--- src/include/rv_defines.svh ---
`ifndef RV_DEFINES_SVH
`define RV_DEFINES_SVH

// RV64I datapath width
`define XLEN      64

// Integer register file
`define REG_AW    5
`define REG_COUNT 32

`endif

--- src/source/pipe_pkg.sv ---
`include "rv_defines.svh"

package pipe_pkg;

    // ####################
    // ALU operations
    // ####################

    typedef enum logic [3:0] {
        ALU_ADD   = 4'd0,
        ALU_SUB   = 4'd1,
        ALU_AND   = 4'd2,
        ALU_OR    = 4'd3,
        ALU_XOR   = 4'd4,
        ALU_SLL   = 4'd5,
        ALU_SRL   = 4'd6,
        ALU_PASS2 = 4'd7   // op2 straight through, LUI
    } alu_op_e;

    // ####################
    // Writeback bundle
    // ####################

    // Execute result headed for the register file, also the bypass path
    typedef struct packed {
        logic               we;
        logic [`REG_AW-1:0] rd;
        logic [`XLEN-1:0]   data;
    } wb_t;

endpackage

--- src/source/id_ex_if.sv ---
`timescale 1ns/1ns
`include "rv_defines.svh"

interface id_ex_if;

    logic                 valid;
    logic [`XLEN-1:0]     pc;
    logic [31:0]          inst;
    logic [`XLEN-1:0]     op1;
    logic [`XLEN-1:0]     op2;
    pipe_pkg::alu_op_e    alu_op;
    logic                 reg_we;
    logic [`REG_AW-1:0]   rd;
    logic                 illegal;
    logic                 stall;     // Back pressure from execute

    modport producer (
        output valid, pc, inst, op1, op2, alu_op, reg_we, rd, illegal,
        input  stall
    );

    modport consumer (
        input  valid, pc, inst, op1, op2, alu_op, reg_we, rd, illegal,
        output stall
    );

endinterface

--- src/source/id_ex_reg.sv ---
`timescale 1ns/1ns

module id_ex_reg (
    input  logic          clk,
    input  logic          rst_n,
    id_ex_if.consumer     in_i,
    id_ex_if.producer     out_o
);

    // Stall from execute also freezes decode
    assign in_i.stall = out_o.stall;

    always_ff @(posedge clk) begin
        if (rst_n) begin
            out_o.valid   <= 1'b0;
            out_o.pc      <= '0;
            out_o.inst    <= '0;
            out_o.op1     <= '0;
            out_o.op2     <= '0;
            out_o.alu_op  <= pipe_pkg::ALU_ADD;
            out_o.reg_we  <= 1'b0;
            out_o.rd      <= '0;
            out_o.illegal <= 1'b0;
        end else if (!out_o.stall) begin
            out_o.valid   <= in_i.valid;    // High only on ack or pending
            out_o.pc      <= in_i.pc;
            out_o.inst    <= in_i.inst;
            out_o.op1     <= in_i.op1;
            out_o.op2     <= in_i.op2;
            out_o.alu_op  <= in_i.alu_op;
            out_o.reg_we  <= in_i.reg_we;
            out_o.rd      <= in_i.rd;
            out_o.illegal <= in_i.illegal;
        end
    end

    // ####################
    // Checks
    // ####################

    // A held bundle must reach execute untouched
    bundle_hold_a: assert property (@(posedge clk) disable iff (rst_n)
        out_o.valid && out_o.stall |=>
            out_o.valid && $stable(out_o.pc) && $stable(out_o.inst) &&
            $stable(out_o.op1) && $stable(out_o.op2) && $stable(out_o.rd) &&
            $stable(out_o.alu_op) && $stable(out_o.reg_we) && $stable(out_o.illegal));

endmodule

--- src/flat_wrapper.sv ---
// flat-port wrapper written by rule: the top's interface ports become plain ports
module id_ex_reg_flat 
  (clk, rst_n, in_i_valid, in_i_pc, in_i_inst, in_i_op1, in_i_op2, in_i_alu_op, in_i_reg_we, in_i_rd, in_i_illegal, in_i_stall, out_o_valid, out_o_pc, out_o_inst, out_o_op1, out_o_op2, out_o_alu_op, out_o_reg_we, out_o_rd, out_o_illegal, out_o_stall);
  id_ex_if in_i_i ();
  id_ex_if out_o_i ();
  input  logic clk;
  input  logic rst_n;
  input wire logic [$bits(in_i_i.valid)-1:0] in_i_valid;
  input wire logic [$bits(in_i_i.pc)-1:0] in_i_pc;
  input wire logic [$bits(in_i_i.inst)-1:0] in_i_inst;
  input wire logic [$bits(in_i_i.op1)-1:0] in_i_op1;
  input wire logic [$bits(in_i_i.op2)-1:0] in_i_op2;
  input wire logic [$bits(in_i_i.alu_op)-1:0] in_i_alu_op;
  input wire logic [$bits(in_i_i.reg_we)-1:0] in_i_reg_we;
  input wire logic [$bits(in_i_i.rd)-1:0] in_i_rd;
  input wire logic [$bits(in_i_i.illegal)-1:0] in_i_illegal;
  output wire logic [$bits(in_i_i.stall)-1:0] in_i_stall;
  output wire logic [$bits(out_o_i.valid)-1:0] out_o_valid;
  output wire logic [$bits(out_o_i.pc)-1:0] out_o_pc;
  output wire logic [$bits(out_o_i.inst)-1:0] out_o_inst;
  output wire logic [$bits(out_o_i.op1)-1:0] out_o_op1;
  output wire logic [$bits(out_o_i.op2)-1:0] out_o_op2;
  output wire logic [$bits(out_o_i.alu_op)-1:0] out_o_alu_op;
  output wire logic [$bits(out_o_i.reg_we)-1:0] out_o_reg_we;
  output wire logic [$bits(out_o_i.rd)-1:0] out_o_rd;
  output wire logic [$bits(out_o_i.illegal)-1:0] out_o_illegal;
  input wire logic [$bits(out_o_i.stall)-1:0] out_o_stall;
  assign in_i_i.valid = in_i_valid;
  assign in_i_i.pc = in_i_pc;
  assign in_i_i.inst = in_i_inst;
  assign in_i_i.op1 = in_i_op1;
  assign in_i_i.op2 = in_i_op2;
  assign in_i_i.alu_op = in_i_alu_op;
  assign in_i_i.reg_we = in_i_reg_we;
  assign in_i_i.rd = in_i_rd;
  assign in_i_i.illegal = in_i_illegal;
  assign in_i_stall = in_i_i.stall;
  assign out_o_valid = out_o_i.valid;
  assign out_o_pc = out_o_i.pc;
  assign out_o_inst = out_o_i.inst;
  assign out_o_op1 = out_o_i.op1;
  assign out_o_op2 = out_o_i.op2;
  assign out_o_alu_op = out_o_i.alu_op;
  assign out_o_reg_we = out_o_i.reg_we;
  assign out_o_rd = out_o_i.rd;
  assign out_o_illegal = out_o_i.illegal;
  assign out_o_i.stall = out_o_stall;
  id_ex_reg u_core (.clk(clk), .rst_n(rst_n), .in_i(in_i_i), .out_o(out_o_i));
endmodule
--- config.mk ---
export PLATFORM = sky130hd
export DESIGN_NAME = id_ex_reg_flat
export DESIGN_NICKNAME = d
export VERILOG_FILES = /design/src/source/pipe_pkg.sv /design/src/source/id_ex_if.sv /design/src/source/id_ex_reg.sv /design/src/flat_wrapper.sv
export VERILOG_INCLUDE_DIRS = /design/src /design/src/include
export SDC_FILE = /design/constraint.sdc
export NUM_CORES = 1
export LEC_CHECK = 0
export ABC_AREA = 1
export BUFFER_PORTS_ARGS = -buffer_cell sky130_fd_sc_hd__buf_2
export CAP_MARGIN = 20
export CORE_AREA = 8 8 180 182
export CTS_CLUSTER_DIAMETER = 50
export CTS_CLUSTER_SIZE = 14
export DETAILED_ROUTE_END_ITERATION = 16
export DIE_AREA = 0 0 188 190
export MAX_ROUTING_LAYER = met4
export PLACE_DENSITY = 0.6
export SYNTH_ARGS = -nofsm -noshare
export SYNTH_HDL_FRONTEND = slang
export SYNTH_SLANG_ARGS = --single-unit
--- constraint.sdc ---
create_clock -name clk -period 1.3 [get_ports clk]
set_input_delay 0.26 -clock clk [delete_from_list [all_inputs] [get_ports clk]]
set_output_delay 0.26 -clock clk [all_outputs]
set_load 0.1 [all_outputs]
==> flow_summary.yaml, run 1 <==
global_routing:
  grt.total_usage: 0.2133
  gr-total-overflow: 0
  grt_pass1_wl_um: 60460
  grt_max_degree: 78
  antenna_found_initial: 5
  grt_pass1_vias: 11690
setup_path:
  crit_family: "flip-flops"
  slowest_delay_ps: 370
  crit_path_end_kind: "output port"
  cp.arrival_ps: 1100
  critPathKind: "reg2out"
  critical_path.cell_chain: "buf_12"
  cp_num_buf_inv: 1
  cp_max_fo: 2
  critPathLaunchType: "flip-flop"
  slowest_stage: "dfxtp_2"
  required_ps: 1040
placement:
  dp_hpwl_um: 26490
  placed_cell_area_um2: 16090
  pre_cts_ws_ps: 115.0
  io_buffers: 475
  gp_congestion: 0.8473
sta:
  relSlewSlack: 0.7849
  fin_skew_ps: 0
  setup_viol: 236
  finalHoldViolCount: 0
  max_freq_mhz: 738.0
  fin_crit_sh: 1.042
  finalCriticalPeriod_ps: 1355
  tightestPinTransition_ps: 322.7
  drv_slew: 0
  rsz0062_at_grt: "true"
  setup_ws_ps: -55.05
clock_tree:
  clkLatencyLatePin_ps: 540
  cts_root_buf: "clkbuf_16"
  htree_levels: 1
  tritoncts: "yes"
  numCtsBuffers: 31
  clock_sinks: 236
  path_clk_slew_ps: 60
  clock_path_buffers: 3
route:
  routed_wl_um: 40030
  ant_nets: 0
  via_per_inst: 4.271
  wl_per_cell_um: 15.08
  dr.pass1.iters: 5
  via_count: 11340
  drt_iter0_markers: 446
  drc_errors: 0
power:
  p_leak_nw: 9.992
  powerDensity_nw_per_um2: 1255
  ir_drop_uv: 1104
die:
  start_util: 0.3261
  dieWidth_um: 188
  fp.dieH_um: 190
  fp-row-count: 63
  fp.dieArea_um2: 35720
  core_um2: 29400
  io_pins: 476
logic_synthesis:
  synthDistinctLibCells: 8
  yosys_warnings: 0
  synth_top_area_share: 0.4928
  netlist_top_cells_area: "dfxtp_1 (49%), nand2_1 (18%), nor2_1 (18%)"
  syn-mean-instance-area_um2: 6.405
  yosysSeqAreaShare: 0.4928
  syn_inst: 1497
  post-synth-top-area-cell: "dfxtp_1"
  synth_area_um2: 9588
  yosys_register_bits: 236
  synth_fp_nets: 1736
final_layout:
  drive_gt1_frac: 0.3718
  post-route-cell-area_um2: 20050
  syn_to_final_growth_pct: 109.1
  nNetsFinal: 2474
run_status:
  violations: "setup timing"
  status: "complete, but fails checks"
run:
  maxCapViolations: 0
hold_path:
  worstHoldPathType: "in2reg"
==> synth_stat cells <==
cell	n
buf_2	56
buf_6	3
nand2_1	472
nor2_1	472
buf_4	10
clkbuf_1	11
dfxtp_1	236
inv_1	237
==> cells in the final DEF (no fill, tap or decap), drive strengths merged <==
cell         synthesis  routed
nand2              472     472
clkinvlp             0       7
inv                237     240
dfxtp              236     236
diode                0       5
clkinv               0       6
nor2               472     472
buf                 69     550
clkbuf              11      41
dlygate4sd3          0     235
==> metal layers <==
layer  part of all wire  vias to the layer above  global-route usage  wire (um)
li1                   -                     5707                   -          -
met1               0.36                     5068              0.2116      14480
met2               0.51                      440              0.3780      20280
met3              0.085                      121             0.06921       3415
met4              0.046                        0             0.09697       1845
met5                  0                        -                   -          0
==> flip-flops by register name, summed over array words and instances, names as in the netlist <==
| name | cells |
|---|---|
| u_core.out_o.valid | 1 |
| u_core.out_o.pc | 64 |
| u_core.out_o.illegal | 1 |
| u_core.out_o.op2 | 64 |
| u_core.out_o.alu_op | 4 |
| u_core.out_o.reg_we | 1 |
| u_core.out_o.rd | 5 |
| u_core.out_o.op1 | 64 |
| u_core.out_o.inst | 32 |
==> final cells by class <==
class	instances	area [um2]
Antenna cell	5	12.51
Multi-Input combinational cell	944	3543
Inverter	237	894.6
Timing Repair Buffer	785	9061
Clock buffer	41	873.3
Fill cell	1960	9350
Sequential cell	236	5060
Tap cell	390	488.0
Clock inverter	16	118.9
==> where the power goes <==
part | total, mW | switching, mW | internal (mW)
registers | 8.41 | 0.549 | 7.86
logic | 8.66 | 5.35 | 3.30
clock network | 8.09 | 3.34 | 4.75
total | 25.2 | 9.24 | 15.9
==> cell families after synthesis <==
logic type,Yosys count,share of synthesized area
and+or+nand+nor,944,0.3696
DFF,236,0.4928
buffers and inverters,317,0.1377
==> final timing paths <==
path                       start                    to  slack, ps  depth (start not counted)
min                 in_i_inst[7]  u_core.out_o.inst[7]         30                          3
max reg2reg  u_core.out_o.pc[51]   u_core.out_o.pc[51]        470                          5
min reg2reg  u_core.out_o.pc[54]   u_core.out_o.pc[54]        520                          4
max           u_core.out_o.pc[5]           out_o_pc[5]        -60                          1
==> stage by stage <==
step | TNS (ps) | std cells | utilization | hold slack, ps | power [mW]
6_report | -6590 | 2654 | 0.6820 | 27.65 | 25.16
5_1_grt | -15900 | 2654 | 0.6820 | 9.461 | 26.12
4_1_cts | -13730 | 2619 | 0.6726 | 7.285 | 25.20
3_5_place_dp | 0 | 2321 | 0.5472 | 481.0 | 16.31
3_3_place_gp | 0 | 2321 | 0.5472 | 473.8 | 16.22
2_1_floorplan | 0 | 1497 | - | 389.4 | 13.09
==> tightest hold or removal path, cell delays in order <==
cell	delay (ps)
buf_2	120
nor2_1	50
nor2_1	90
==> what timing repair did <==
item / 4_1_cts / 5_1_grt
endpoints found under the hold margin: 235 / 0
hold buffers: 235 / 0
setup buffers: 6 / 30
setup endpoints to repair: 236 / 236
pin swaps: 0 / 0
gates resized for setup: 237 / 15
(Power assumes the default switching activity.)
==> inputs of run 2 (changes only) <==
--- a/config.mk
+++ b/config.mk
@@ -9,13 +9,13 @@
 export ABC_AREA = 1
 export BUFFER_PORTS_ARGS = -buffer_cell sky130_fd_sc_hd__buf_2
 export CAP_MARGIN = 20
-export CORE_AREA = 8 8 180 182
+export CORE_AREA = 2 2 185 187
 export CTS_CLUSTER_DIAMETER = 50
 export CTS_CLUSTER_SIZE = 14
 export DETAILED_ROUTE_END_ITERATION = 16
-export DIE_AREA = 0 0 188 190
+export DIE_AREA = 0 0 187 189
 export MAX_ROUTING_LAYER = met4
-export PLACE_DENSITY = 0.6
+export PLACE_DENSITY = 0.55
 export SYNTH_ARGS = -nofsm -noshare
 export SYNTH_HDL_FRONTEND = slang
 export SYNTH_SLANG_ARGS = --single-unit
==> run 2 against run 1 <==
The run still ends with setup timing left. Die area decreased by 1.1%. Hold slack improved by 28 ps. First-iteration DRC count decreased by 4.5%. Clock skew unchanged. Cell count increased by 3.0%. Core utilization decreased by 6.7 points. Routed wire length decreased by 9.9%. Sequential power about the same. Critical path type unchanged. Largest power group is now clock. Highest routed layer unchanged.
==> flow_summary.yaml, run 2 (same netlist as run 1, synthesis figures left out) <==
setup_path:
  crit_path_end_kind: "output port"
  rr_worst_depth: 6
  required_ps: 1040
  critical_path.cell_chain: "buf_12"
  cp.arrival_ps: 1110
  worst-path-stages: 1
  slowest_stage: "dfxtp_4"
  critPathKind: "reg2out"
  critPathLaunchType: "flip-flop"
  slowest_delay_ps: 370
  cp_max_fo: 2
  cp_num_buf_inv: 1
  crit_family: "flip-flops"
power:
  ir_drop_uv: 1037
  p_leak_nw: 10.19
  finalPower_mw: 26.07
  powerDensity_nw_per_um2: 1274
final_layout:
  fillers: 2628
  reg.largest.list: "u_core.out_o.op1: 64 flops, u_core.out_o.op2: 64 flops, u_core.out_o.pc: 64 flops"
  nNetsFinal: 2500
  drive_gt1_frac: 0.3799
  syn_to_final_growth_pct: 113.5
  mostFrequentLayoutCells: "nor2_1 (472), nand2_1 (472), buf_12 (257), buf_2 (237)"
die:
  start_util: 0.2881
  fp.dieH_um: 189
  fp-row-count: 67
  dieWidth_um: 187
  io_pins: 476
  fp.dieArea_um2: 35340
  core_um2: 33280
global_routing:
  grt.total_usage: 0.2012
  antenna_found_initial: 1
  grt_util_met1: 0.2052
  grt_max_degree: 60
  busiest_layer: "met2"
  grt_pass1_vias: 11240
  gr-total-overflow: 0
  grt_pass1_wl_um: 56370
  grtUsageMet2: 0.3659
  use_met3: 0.05690
sta:
  drv_slew: 0
  max_freq_mhz: 732.3
  fin_skew_ps: 0
  finalCriticalPeriod_ps: 1366
  relSlewSlack: 0.8240
  whs_ps: 56.15
  fin_crit_sh: 1.050
  setup_viol: 236
  setup_ws_ps: -65.52
  tightestPinTransition_ps: 263.0
  finalHoldViolCount: 0
  rsz0062_at_grt: "true"
route:
  via_per_inst: 4.028
  drc_errors: 0
  routed_wl_um: 36070
  via_count: 11010
  ant_nets: 0
  dr.pass1.iters: 4
  wl_per_cell_um: 13.19
  drt_iter0_markers: 426
clock_tree:
  clkLatencyLatePin_ps: 550
  cts_root_buf: "clkbuf_16"
  numCtsBuffers: 31
  path_clk_slew_ps: 60
  tritoncts: "yes"
  clock_sinks: 236
  htree_levels: 1
  clock_path_buffers: 3
placement:
  gp_congestion: 0.8690
  io_buffers: 475
  dp_hpwl_um: 24400
run_status:
  status: "complete, but fails checks"
  violations: "setup timing"
hold_path:
  holdPathStages: 3
  worstHoldPathType: "in2reg"
run:
  maxCapViolations: 0
[run 2: timing repair]
| item | in CTS | in global routing |
|---|---|---|
| hold buffers | 236 | 0 |
| setup buffers | 13 | 33 |
| endpoints found under the hold margin | 236 | 0 |
| gates cloned | 0 | 0 |
| pin swaps | 0 | 0 |
| endpoints found under the setup margin | 236 | 236 |
| gates resized for setup | 237 | 14 |
[run 2: tightest hold or removal path, cell delays in order]
cell	delay, ps
buf_8	150
nor2_1	110
nor2_1	50
[run 2: path summary, 6_finish.rpt]
check                            start                    end  slack [ps]
hold / removal             out_o_stall  u_core.out_o.inst[14]          60
setup / recovery  u_core.out_o.op2[19]          out_o_op2[19]         -70
hold reg to reg   u_core.out_o.op1[29]   u_core.out_o.op1[29]         520
setup reg to reg  u_core.out_o.op1[17]   u_core.out_o.op1[17]         420
[run 2: report_power, final]
part | internal (mW) | switching, mW | leakage, nW
logic | 3.37 | 5.29 | 7.63
clock network | 5.45 | 3.55 | 0.518
registers | 7.86 | 0.546 | 2.03
[run 2: final cells by class]
type / instances / area, um2 / area share
antenna: 1 / 2.502 / 0.0001223
clock buffer: 32 / 779.5 / 0.03809
clock inverter: 25 / 320.3 / 0.01565
inverter: 237 / 894.6 / 0.04371
multi-input combinational: 944 / 3543 / 0.1731
sequential: 236 / 5057 / 0.2471
tap: 448 / 560.5 / 0.02739
timing repair buffer: 811 / 9309 / 0.4548
[run 2: through the flow]
stage | util | std cells | setup WS (ps) | TNS, ps | cell area (um2)
floorplan | - | 1497 | 32.80 | 0 | 9588
global placement | 0.4905 | 2394 | 109.9 | 0 | 16320
global route | 0.6150 | 2734 | -105.0 | -18570 | 20470
finish | 0.6150 | 2734 | -65.52 | -9378 | 20470
detailed placement | 0.4905 | 2394 | 106.9 | 0 | 16320
CTS | 0.6064 | 2700 | -102.8 | -17730 | 20180
[run 2: per-layer routing]
| layer | up-vias | part of all wire |
|---|---|---|
| met5 | - | 0 |
| met4 | 0 | 0.039 |
| met3 | 96 | 0.078 |
| met2 | 380 | 0.51 |
| met1 | 4779 | 0.38 |
| li1 | 5757 | - |
==> inputs of run 3 (changes only) <==
--- a/config.mk
+++ b/config.mk
@@ -6,16 +6,15 @@
 export SDC_FILE = /design/constraint.sdc
 export NUM_CORES = 1
 export LEC_CHECK = 0
-export ABC_AREA = 1
 export BUFFER_PORTS_ARGS = -buffer_cell sky130_fd_sc_hd__buf_2
 export CAP_MARGIN = 20
-export CORE_AREA = 2 2 185 187
+export CORE_AREA = 2 2 187 189
 export CTS_CLUSTER_DIAMETER = 50
 export CTS_CLUSTER_SIZE = 14
 export DETAILED_ROUTE_END_ITERATION = 16
-export DIE_AREA = 0 0 187 189
+export DIE_AREA = 0 0 189 191
 export MAX_ROUTING_LAYER = met4
-export PLACE_DENSITY = 0.55
+export PLACE_DENSITY = 0.49
 export SYNTH_ARGS = -nofsm -noshare
 export SYNTH_HDL_FRONTEND = slang
 export SYNTH_SLANG_ARGS = --single-unit
==> run 3 against run 2 <==
The run still ends with setup timing left. Largest cell class unchanged. Non-clock buffer count decreased by 51. First-iteration DRC count down 68%. Total power fell by 9.3%. Cell count fell by 28%. Routed wire length decreased by 14%. Via count fell by 26%. Clock skew is the same. Setup slack better by 9.3 ps. Global-route usage down 3.3 points. Register-to-register slack got worse by 350 ps. Core utilization shrank 6.4 points. Count of clock-buffer cells in the layout unchanged. Largest power group unchanged. Critical endpoint is now out_o_op2[41].
==> flow_summary.yaml, run 3 <==
placement:
  post-place-cells: 1674
  pre_cts_ws_ps: 106.2
  gp_congestion: 0.7874
  dp_hpwl_um: 21760
  io_buffers: 475
sta:
  fin_crit_sh: 1.043
  max_freq_mhz: 737.4
  setup_ws_ps: -56.20
  finalCriticalPeriod_ps: 1356
  relSlewSlack: 0.7612
  drv_slew: 0
  finalHoldViolCount: 0
  rsz0062_at_grt: "true"
  setup_viol: 236
  tightestPinTransition_ps: 358.2
  fin_skew_ps: 0
logic_synthesis:
  netlist_top_cells_area: "dfxtp_1 (57%), mux2i_1 (29%), nor2_1 (11%)"
  synth_ff_type: "dfxtp_1"
  syn-mean-instance-area_um2: 10.85
  async_flop_share: 0
  yosys_warnings: 0
  synth_edf_count: 0
  post-synth-top-area-cell: "dfxtp_1"
  yosysSeqAreaShare: 0.5720
  yosys_register_bits: 236
  synth_fp_nets: 1000
  syn_inst: 761
  synth_common_cells: "dfxtp_1 (236), mux2i_1 (236), nor2_1 (236), buf_2 (22), buf_4 (16)"
  synthDistinctLibCells: 7
  synth_top_area_share: 0.5720
  synth_area_um2: 8259
final_layout:
  final_core_util: 0.5509
  mostFrequentLayoutCells: "buf_12 (254), dlygate4sd3_1 (241), mux2i_1 (236), nor2_1 (236), buf_2 (236)"
  instances_no_fill: 1973
  final_common_cell: "buf_12"
  diodes: 0
  drive_gt1_frac: 0.5290
  syn_to_final_growth_pct: 127.6
  nNetsFinal: 1738
  reg.largest.list: "u_core.out_o.op1: 64 flops, u_core.out_o.op2: 64 flops, u_core.out_o.pc: 64 flops"
route:
  via_count: 8096
  ant_nets: 0
  via_per_inst: 4.103
  wl_per_cell_um: 15.69
  drt_iter0_markers: 138
  drc_errors: 0
  dr.pass1.iters: 4
  routed_wl_um: 30960
clock_tree:
  cts_root_buf: "clkbuf_16"
  path_clk_slew_ps: 60
  numCtsBuffers: 29
  clock_sinks: 236
  clock_path_buffers: 3
  tritoncts: "yes"
  htree_levels: 1
  clkLatencyLatePin_ps: 530
setup_path:
  cp_max_fo: 2
  crit_family: "flip-flops"
  crit_path_end_kind: "output port"
  slowest_stage: "dfxtp_4"
  slowest_delay_ps: 380
  cp.arrival_ps: 1100
  regToRegStartpoint: "u_core.out_o.alu_op[2]"
  cp_num_buf_inv: 1
  critPathLaunchType: "flip-flop"
  rr_worst_depth: 3
  critical_path.cell_chain: "buf_12"
  critPathKind: "reg2out"
  r2r-end: "u_core.out_o.alu_op[2]"
  required_ps: 1040
  worst-r2r-setup-slack_ps: 70
  worst-path-stages: 1
global_routing:
  grt_max_degree: 77
  gr-total-overflow: 0
  grt.total_usage: 0.1685
  grt_pass1_wl_um: 47350
  grt_pass1_vias: 8823
  antenna_found_initial: 0
hold_path:
  worstHoldPathType: "in2reg"
  min_from: "in_i_illegal"
  holdPathStages: 3
  hold_end: "u_core.out_o.illegal"
die:
  fp-row-count: 68
  fp.dieH_um: 191
  io_pins: 476
  fp.dieArea_um2: 36100
  start_util: 0.2421
  core_um2: 34120
  dieWidth_um: 189
run_status:
  status: "complete, but fails checks"
  violations: "setup timing"
run:
  maxCapViolations: 0
power:
  ir_drop_uv: 931.8
  p_leak_nw: 8.637
  powerDensity_nw_per_um2: 1258
==> run 3: cell types whose count changed after synthesis, sizes merged <==
cell and change:
buf -24, nor2 -236, clkbuf -3, mux2i +236
inv -237, nand2 -472
==> run 3: power by group <==
group	internal [mW]	switching (mW)
registers	7.74	0.464
clock network	5.01	3.30
logic	2.91	4.22
total	15.7	7.98
==> run 3: worst max path at each step <==
stage / start / to / slack [ps]
final: u_core.out_o.op2[41] / out_o_op2[41] / -60
after floorplan: u_core.out_o.alu_op[0] / u_core.out_o.alu_op[0] / 50
after detailed placement: out_o_stall / u_core.out_o.op1[22] / 110
after CTS: u_core.out_o.op2[41] / out_o_op2[41] / -90
after global routing: u_core.out_o.op1[59] / out_o_op1[59] / -90
after global placement: out_o_stall / u_core.out_o.op2[3] / 130
==> run 3: metal layers <==
metal	part of all wire	up-vias	GRT usage
li1	-	3990	-
met1	0.37	3666	0.1754
met2	0.49	359	0.2961
met3	0.091	81	0.05453
met4	0.040	0	0.06460
met5	0	-	-
==> run 3: repair_timing <==
action	in CTS	in global routing
pin swaps	0	0
endpoints found under the hold margin	234	0
setup endpoints to repair	236	236
buffers inserted	4	4
hold buffers	241	0
gates resized for setup	245	14
==> run 3: metrics by stage <==
| step | TNS (ps) | hold slack, ps | total power, mW | area, um2 |
|---|---|---|---|---|
| after global placement | 0 | 486.9 | 14.73 | 14980 |
| after floorplan | 0 | 403.9 | 12.04 | 8259 |
| final | -5860 | 20.09 | 23.64 | 18800 |
| after detailed placement | 0 | 495.5 | 14.79 | 14980 |
| after global routing | -16940 | 5.307 | 24.53 | 18800 |
| after CTS | -14780 | 5.878 | 23.96 | 18730 |
==> run 3: layout make-up <==
cell class                      instances  area (um2)
Clock buffer                           32       747.0
Clock inverter                         18       246.5
Fill cell                            2762       15320
Multi-Input combinational cell        472        3248
Sequential cell                       236        5077
Tap cell                              455       569.3
Timing Repair Buffer                  760        8907
==> run 3: tightest hold or removal path, delay by kind of cell <==
kind | cells | cell delay, ps
buffers and inverters | 1 | 100
muxes | 1 | 60
and+or+nand+nor | 1 | 100
==> run 3: kinds of logic (layout without fill, tap and decap cells) <==
logic type,after synthesis,in the layout,synth area share
simple gates,236,236,0.1073
mux,236,236,0.2860
buf+inv,53,810,0.03469
flops,236,236,0.5720
